==> config.mk <==
export PLATFORM = sky130hd
export DESIGN_NAME = lf_envelope_top
export DESIGN_NICKNAME = d
export VERILOG_FILES = /design/src/rtl/lf_envelope_pkg.sv /design/src/rtl/beam_former.sv /design/src/rtl/beam_squarer.sv /design/src/rtl/envelope_running_sum.sv /design/src/rtl/lf_envelope_top.sv /design/src/rtl/sample_delay_line.sv
export SDC_FILE = /design/constraint.sdc
export NUM_CORES = 2
export LEC_CHECK = 0
export BUFFER_PORTS_ARGS = -buffer_cell sky130_fd_sc_hd__buf_2
export CAP_MARGIN = 20
export CORE_MARGIN = 3
export CORE_UTILIZATION = 60
export CTS_CLUSTER_DIAMETER = 150
export CTS_CLUSTER_SIZE = 16
export DETAILED_ROUTE_END_ITERATION = 8
export PLACE_DENSITY_LB_ADDON = 0.1
export SYNTH_ARGS = -nofsm -noshare
export SYNTH_HDL_FRONTEND = slang
export SYNTH_HIERARCHICAL = 1
export SYNTH_SLANG_ARGS = --single-unit
==> constraint.sdc <==
create_clock -name clk_i -period 15.4 [get_ports clk_i]
set_input_delay 0.77 -clock clk_i [delete_from_list [all_inputs] [get_ports clk_i]]
set_output_delay 0.77 -clock clk_i [all_outputs]
set_load 0.02 [all_outputs]
==> src/rtl/lf_envelope_pkg.sv <==
package lf_envelope_pkg;

    // Block geometry: five channels are summed into each beam sample, four samples per clock
    localparam int NCHAN = 5;
    localparam int NSAMP = 4;

    // Running sum window in blocks, 12 blocks of 4 give 48 samples
    localparam int SUM_DELAY_DEF = 12;

    // The integrator stays cleared this many cycles after sum_reset falls.
    // It must be longer than the window so the delay lines flush to zero
    localparam int CLEAR_STRETCH = 16;

    // Final downshift of the 48-sample sum
    localparam int OUTSHIFT = 3;

    // Five codes, each offset by 15.5, give 77.5 or 155 in half-units
    localparam int CODE_OFFSET_HALF = 155;

    // 48 * 6006 = 288288, shifted down by 3
    localparam int ENV_MAX = 36036;

    // Vector widths
    localparam int CODE_W = 5;
    localparam int HALF_W = 9;
    localparam int SQUARE_W = 14;
    localparam int ACC_W = 24;
    localparam int ENV_W = 17;
    localparam int CLEAR_CNT_W = $clog2(CLEAR_STRETCH + 1);

    typedef logic [CODE_W-1:0] chan_code_t;
    // Odd by construction, from -155 to 155
    typedef logic signed [HALF_W-1:0] beam_half_t;
    // (x*x - 1) / 4 of a half-unit sample, at most 6006
    typedef logic [SQUARE_W-1:0] beam_square_t;
    typedef logic signed [ACC_W-1:0] beam_acc_t;
    typedef logic [ENV_W-1:0] envelope_t;
    typedef logic [CLEAR_CNT_W-1:0] clear_cnt_t;

    // One clock of channel codes for one beam, indexed [sample][channel]
    typedef struct packed {
        chan_code_t [NSAMP-1:0][NCHAN-1:0] code;
    } chan_block_t;

    typedef struct packed {
        beam_half_t [NSAMP-1:0] samp;
    } half_block_t;

    typedef struct packed {
        beam_square_t [NSAMP-1:0] samp;
    } square_block_t;

    typedef struct packed {
        envelope_t env_a;
        envelope_t env_b;
    } envelope_pair_t;

endpackage

==> src/rtl/beam_former.sv <==
`timescale 1ns/1ps

module beam_former import lf_envelope_pkg::*; (
    input  logic        clk_i,
    input  logic        sum_reset,
    input  chan_block_t chan_i,
    output half_block_t half_o
);

    // Plain sum of five 5-bit codes, at most 155, so 8 bits are enough
    logic [7:0] code_sum [NSAMP];

    // Doubled sum less the offset needs one extra bit before it is narrowed
    logic signed [HALF_W:0] half_wide [NSAMP];

    always_comb begin
        for (int s = 0; s < NSAMP; s++) begin
            code_sum[s] = '0;
            for (int c = 0; c < NCHAN; c++) begin
                code_sum[s] = code_sum[s] + 8'(chan_i.code[s][c]);
            end
        end
    end

    // Working in half-units keeps the 0.5 per channel exact.
    // Dropping it instead would map all-31 to 77 and all-0 to -78,
    // and the two extremes would then square to different values
    always_comb begin
        for (int s = 0; s < NSAMP; s++) begin
            half_wide[s] = $signed({1'b0, code_sum[s], 1'b0}) - (HALF_W + 1)'(CODE_OFFSET_HALF);
        end
    end

    // The result always lies in -155..155, so the top bit is only a sign copy
    always_ff @(posedge clk_i) begin
        if (sum_reset) begin
            // Park on the smallest odd value, whose corrected square is zero
            for (int s = 0; s < NSAMP; s++) begin
                half_o.samp[s] <= beam_half_t'(1);
            end
        end else begin
            for (int s = 0; s < NSAMP; s++) begin
                half_o.samp[s] <= half_wide[s][HALF_W-1:0];
            end
        end
    end

endmodule

==> src/rtl/beam_squarer.sv <==
`timescale 1ns/1ps

module beam_squarer import lf_envelope_pkg::*; (
    input  logic          clk_i,
    input  logic          sum_reset,
    input  half_block_t   half_i,
    output square_block_t sq_o
);

    // Magnitude of a half-unit sample, at most 155
    logic [HALF_W-2:0] mag [NSAMP];

    // Stage one holds the raw square in quarter-units, at most 24025
    logic [2*(HALF_W-1)-1:0] sq_raw_q [NSAMP];

    // Raw square with the 0.25 term taken out, still in quarter-units
    logic [2*(HALF_W-1)-1:0] sq_corr [NSAMP];

    always_comb begin
        for (int s = 0; s < NSAMP; s++) begin
            mag[s] = half_i.samp[s][HALF_W-1] ? (HALF_W-1)'(-half_i.samp[s])
                                              : (HALF_W-1)'(half_i.samp[s]);
        end
    end

    always_ff @(posedge clk_i) begin
        if (sum_reset) begin
            // Matches the square of the value the beam former parks on
            for (int s = 0; s < NSAMP; s++) begin
                sq_raw_q[s] <= 1;
            end
        end else begin
            for (int s = 0; s < NSAMP; s++) begin
                sq_raw_q[s] <= mag[s] * mag[s];
            end
        end
    end

    // An odd square is 1 modulo 8, so after removing the 1 the two lowest
    // bits are zero and the shift by two is exact
    always_comb begin
        for (int s = 0; s < NSAMP; s++) begin
            sq_corr[s] = sq_raw_q[s] - 1'b1;
        end
    end

    always_ff @(posedge clk_i) begin
        if (sum_reset) begin
            sq_o <= '0;
        end else begin
            for (int s = 0; s < NSAMP; s++) begin
                sq_o.samp[s] <= sq_corr[s][2 +: SQUARE_W];
            end
        end
    end

endmodule

==> src/rtl/envelope_running_sum.sv <==
`timescale 1ns/1ps

module envelope_running_sum import lf_envelope_pkg::*; #(
    parameter int unsigned SUM_DELAY = SUM_DELAY_DEF
) (
    input  logic           clk_i,
    input  logic           sum_reset,
    input  square_block_t  sq_a_i,
    input  square_block_t  sq_b_i,
    output envelope_pair_t env_o
);

    // The running sum is built as y[n] = y[n-1] + x[n] - x[n-SUM_DELAY],
    // where x is the four-sample sum of one block. The transfer function
    // (1 - z^-N) / (1 - z^-1) is a plain N-block boxcar, but the integrator
    // only stays correct if it starts from a consistent state, hence the
    // stretched clear below

    // Lane 0 carries beam A and lane 1 beam B
    square_block_t blk_q   [2];
    square_block_t blk_dly [2];
    beam_acc_t     diff_q  [2];
    beam_acc_t     acc_q   [2];

    // Clear stretcher state
    logic       rst_q;
    logic       reset_fall;
    clear_cnt_t clear_cnt;
    logic       clear;

    // Adds the four squares of one block, at most 24024
    function automatic beam_acc_t block_sum(input square_block_t blk);
        beam_acc_t total;
        total = '0;
        for (int s = 0; s < NSAMP; s++) begin
            total = total + beam_acc_t'(blk.samp[s]);
        end
        return total;
    endfunction

    // Falling edge of sum_reset, seen on the first cycle it is low
    assign reset_fall = rst_q && !sum_reset;

    // The fall cycle plus CLEAR_STRETCH-1 counted cycles give CLEAR_STRETCH
    // cycles of clear after sum_reset drops
    assign clear = sum_reset || reset_fall || (clear_cnt != '0);

    always_ff @(posedge clk_i) begin
        rst_q <= sum_reset;
        if (sum_reset) begin
            clear_cnt <= '0;
        end else if (reset_fall) begin
            clear_cnt <= clear_cnt_t'(CLEAR_STRETCH - 1);
        end else if (clear_cnt != '0) begin
            clear_cnt <= clear_cnt - 1'b1;
        end
    end

    // Input register. Zeros are loaded during the clear, and since the
    // clear outlasts the window the delay lines end up holding zeros too
    always_ff @(posedge clk_i) begin
        if (clear) begin
            blk_q[0] <= '0;
            blk_q[1] <= '0;
        end else begin
            blk_q[0] <= sq_a_i;
            blk_q[1] <= sq_b_i;
        end
    end

    // The delay lines tap the input register, so the subtracted block is
    // exactly the one that entered SUM_DELAY clocks before
    sample_delay_line #(
        .DEPTH (SUM_DELAY)
    ) u_dly_a (
        .clk_i  (clk_i),
        .din_i  (blk_q[0]),
        .dout_o (blk_dly[0])
    );

    sample_delay_line #(
        .DEPTH (SUM_DELAY)
    ) u_dly_b (
        .clk_i  (clk_i),
        .din_i  (blk_q[1]),
        .dout_o (blk_dly[1])
    );

    // Newest block in, oldest block out
    always_ff @(posedge clk_i) begin
        if (sum_reset) begin
            diff_q[0] <= '0;
            diff_q[1] <= '0;
        end else begin
            for (int b = 0; b < 2; b++) begin
                diff_q[b] <= block_sum(blk_q[b]) - block_sum(blk_dly[b]);
            end
        end
    end

    // Integrator, held at zero for the whole clear so env_o reads zero
    always_ff @(posedge clk_i) begin
        if (clear) begin
            acc_q[0] <= '0;
            acc_q[1] <= '0;
        end else begin
            for (int b = 0; b < 2; b++) begin
                acc_q[b] <= acc_q[b] + diff_q[b];
            end
        end
    end

    // The 48-sample sum needs 19 bits and is never negative once the
    // window is full, so the slice above OUTSHIFT is the envelope
    assign env_o.env_a = acc_q[0][OUTSHIFT +: ENV_W];
    assign env_o.env_b = acc_q[1][OUTSHIFT +: ENV_W];

endmodule

==> src/rtl/lf_envelope_top.sv <==
`timescale 1ns/1ps

module lf_envelope_top import lf_envelope_pkg::*; (
    input  logic           clk_i,
    input  logic           sum_reset,
    input  chan_block_t    chan_a_i,
    input  chan_block_t    chan_b_i,
    output envelope_pair_t env_o
);

    // Half-unit beam samples, one clock after the codes
    half_block_t half_a;
    half_block_t half_b;

    // Corrected squares, three clocks after the codes
    square_block_t sq_a;
    square_block_t sq_b;

    beam_former u_bf_a (
        .clk_i     (clk_i),
        .sum_reset (sum_reset),
        .chan_i    (chan_a_i),
        .half_o    (half_a)
    );

    beam_former u_bf_b (
        .clk_i     (clk_i),
        .sum_reset (sum_reset),
        .chan_i    (chan_b_i),
        .half_o    (half_b)
    );

    beam_squarer u_sq_a (
        .clk_i     (clk_i),
        .sum_reset (sum_reset),
        .half_i    (half_a),
        .sq_o      (sq_a)
    );

    beam_squarer u_sq_b (
        .clk_i     (clk_i),
        .sum_reset (sum_reset),
        .half_i    (half_b),
        .sq_o      (sq_b)
    );

    // Both beams share one running sum block and one clear stretcher
    envelope_running_sum #(
        .SUM_DELAY (SUM_DELAY_DEF)
    ) u_env (
        .clk_i     (clk_i),
        .sum_reset (sum_reset),
        .sq_a_i    (sq_a),
        .sq_b_i    (sq_b),
        .env_o     (env_o)
    );

endmodule

==> src/rtl/sample_delay_line.sv <==
`timescale 1ns/1ps

module sample_delay_line import lf_envelope_pkg::*; #(
    parameter int unsigned DEPTH = SUM_DELAY_DEF
) (
    input  logic          clk_i,
    input  square_block_t din_i,
    output square_block_t dout_o
);

    // One tap per clock of delay, tap 0 is the newest block
    square_block_t taps [DEPTH];

    // Free-running shift register without reset or enable.
    // Whatever sits in it is flushed out after DEPTH clocks,
    // which the running sum relies on during its clear
    always_ff @(posedge clk_i) begin
        taps[0] <= din_i;
        for (int unsigned i = 1; i < DEPTH; i++) begin
            taps[i] <= taps[i-1];
        end
    end

    // The oldest tap is the input from DEPTH clocks ago
    assign dout_o = taps[DEPTH-1];

endmodule

==> results.cfg <==
[setup_path]
reg2regPathDepth = 21
crit_path_end_kind = flip-flop
r2r_slack_ns = 9.72
startpoint_type = flip-flop
r2r_end = u_env/diff_q[0][16]
startpoint = u_env/blk_q[0][0]
critPathKind = flip-flop to flip-flop
crit_arrival_ns = 6.28
critPathMaxFanout = 6
crit_required_ns = 16.00
r2r-start = u_env/blk_q[0][0]
critPathCapture = u_env/diff_q[0][16]

[global_routing]
grt_pass1_wl_mm = 191
antenna_found_initial = 3
grtUsageTotal_pct = 19.1
grt_pass1_vias = 39500
grt_overflow = 0
grt_max_degree = 104

[layout]
drive_above_1_share_pct = 7.41
synthToLayoutAreaGrowth_pct = 7.50
nets = 7516

[routing]
drcViolationCount = 0
vias_per_cell = 4.91
drt_wl_total_mm = 114
routedWlPerCell_um = 14.3
ant_nets = 0
via_count = 39100
first_pass_iters = 5
drt_iter0_markers = 1950

[hold_path]
hp-class = flip-flop to flip-flop

[clocking]
clkTransAtPathRegs_ns = 0.07
cts_setup_buffers = 0
cts_buffer_depth = 3
clk_latency_ns = 0.75
root_buffer = clkbuf_16
cts_made_buffers = 132
ctsHoldBuffers = 0
h-tree-depth = 4
cts.repair.resized = 0
cts.sinks = 1836
cts_tree = yes

[yosys]
async_reset_ff_share_pct = 0
yosysWarnings = 6
yosysSeqAreaShare_pct = 51.9
netlist.area_leader.share_pct = 51.9
synthTopCellsByArea = dfxtp_1, fa_1, ha_1
synth-edff-count = 0
ys_ff_latch = 1836
avgSynthCellArea_um2 = 11.3
synth_ff_type = dfxtp_1
synth.distinct_cells = 95
netlist_area_mm2 = 0.0708
yosysTopAreaCell = dfxtp_1
synth_cells = 6282

[die]
core-area_mm2 = 0.117
chipHeight_um = 349
initial_utilization_pct = 60.7
die_area_mm2 = 0.122
pin_count = 236
rows = 125
die_x_um = 349

[sta]
slew_violations = 0
period_needed_ns = 5.68
clock.fmax_mhz = 176
tightestPinTransition_ns = 0.956
skew_ns = 0.0351
slew_headroom_pct = 36.3
finalSetupViolations = 0
period_share_pct = 36.9
rsz0062_at_grt = false
report.final.hold_viol_count = 0
fin_setup_tns_ns = 0

[placement]
portBuffers = 235
dp_hpwl_mm = 85.6
place_congestion = 0.844

[status]
status = finished, final reports clean

[flow_run]
max_cap_viol_count = 0
critical path, stage by stage (launching register included):
cell and delay, ns:
dfxtp_1 0.32, ha_1 0.23, fa_1 0.41, a21o_1 0.19, a21oi_1 0.23, o21a_1 0.27, o21ai_0 0.16, a21boi_0 0.31
xor2_1 0.14, fa_1 0.51, inv_1 0.09, fa_1 0.54, inv_1 0.05, fa_1 0.48, inv_1 0.04, ha_1 0.36
and3_1 0.18, a221o_1 0.32, a31o_1 0.20, a21oi_2 0.18, nor2_1 0.07, a2111oi_0 0.27
registers in the layout (all words and copies together), names as in the netlist:
name                flops
u_bf_a/half_o          32
u_bf_b/half_o          32
u_env/acc_q            40
u_env/blk_q           112
u_env/clear_cnt         5
u_env/diff_q           38
u_env/rst_q             1
u_env/u_dly_a/taps    672
u_env/u_dly_b/taps    672
u_sq_a/sq_o            56
u_sq_a/sq_raw_q        60
u_sq_b/sq_o            56
u_sq_b/sq_raw_q        60
layout make-up:
cell class,count,area (um2)
Fill cell,9022,40600
Clock inverter,12,240
Clock buffer,136,3400
Inverter,938,3520
Sequential cell,1836,36800
Antenna cell,2,5.00
Multi-Input combinational cell,3276,29000
Timing Repair Buffer,243,1250
Tap cell,1524,1910
worst min path at each step:
stage | startpoint | to | slack, ns | cells after the start
final | u_env/u_dly_b/taps[2][36] | u_env/u_dly_b/taps[2][92] | 0.31 | 0
after detailed placement | u_env/u_dly_a/taps[0][46] | u_env/u_dly_a/taps[0][102] | 0.31 | 0
after CTS | u_env/u_dly_b/taps[2][163] | u_env/u_dly_b/taps[2][219] | 0.31 | 0
after global placement | u_env/u_dly_b/taps[0][212] | u_env/u_dly_b/taps[1][44] | 0.31 | 0
after floorplan | u_env/u_dly_a/taps[0][44] | u_env/u_dly_a/taps[0][100] | 0.31 | 0
after global routing | u_env/u_dly_b/taps[2][163] | u_env/u_dly_b/taps[2][219] | 0.32 | 0
cells in the mapped netlist (10+ instances only):
cell      instances
buf_1            10
a211oi_1         69
and3_1          132
o21a_1           44
a21oi_1         182
inv_1           924
a221oi_1         12
o31a_1           13
or2_1            15
ha_1            429
clkbuf_1         75
dfxtp_1        1836
nor3_1           83
o21ai_0         133
xnor2_1         178
xor2_1          135
or2_2            30
o21bai_1         15
or3_1            36
nor4_1           27
a31oi_1          27
nor3b_1          13
fa_1            458
nor2_1          526
nand4_1          17
o211ai_1         22
o21ai_1          12
nor2b_1          78
buf_4           154
nand3_1          47
or4_1            20
nand2_1         139
mux2i_1          17
a21o_1           88
o31ai_1          36
nand2b_1         65
cell families after synthesis:
| kind of cell | count (synthesis) | synth area share [%] |
|---|---|---|
| flops | 1836 | 51.9 |
| simple gates | 1294 | 9.20 |
| buf+inv | 1186 | 7.17 |
| fa+ha+maj | 887 | 20.5 |
| compound gates | 731 | 6.82 |
| xor+xnor | 313 | 3.87 |
| mux | 31 | 0.463 |
| other cells | 4 | 0.0212 |
layout by cell type, fill, tap and decap left out, types with 22 or more instances in the layout:
cell type,synthesis,layout
dfxtp_1,1836,1836
inv_1,924,924
nor2_1,526,525
fa_1,458,458
ha_1,429,429
buf_2,4,234
a21oi_1,182,182
xnor2_1,178,178
nand2_1,139,139
clkbuf_16,0,136
xor2_1,135,135
o21ai_0,133,133
and3_1,132,132
a21o_1,88,88
nor3_1,83,83
nor2b_1,78,78
a211oi_1,69,69
nand2b_1,65,65
nand3_1,47,47
o21a_1,44,44
o31ai_1,36,36
or3_1,36,36
or2_2,30,30
nor4_1,27,27
a31oi_1,27,27
o211ai_1,22,22
layer usage:
layer / vias up / GRT usage, % / wire (um)
met5: - / 0 / 0
met4: 0 / 4.40 / 1560
met3: 110 / 2.95 / 4260
met2: 572 / 30.6 / 50800
met1: 18300 / 27.5 / 57400
li1: 20100 / - / -
per-stage QoR:
stage	hold WS [ns]	setup WS [ns]	cells	utilization (%)	area, um2
global route	0.317	9.43	7965	65.2	76100
finish	0.308	9.72	7967	65.2	76100
global placement	0.309	9.98	7817	62.1	72500
floorplan	0.310	10.25	6298	-	70900
detailed placement	0.312	9.80	7817	62.1	72500
CTS	0.312	9.79	7965	65.2	76100
Power is left out: the tool's default activity adds up to more than one toggle a clock period on the data nets, which glitch-free logic cannot reach.
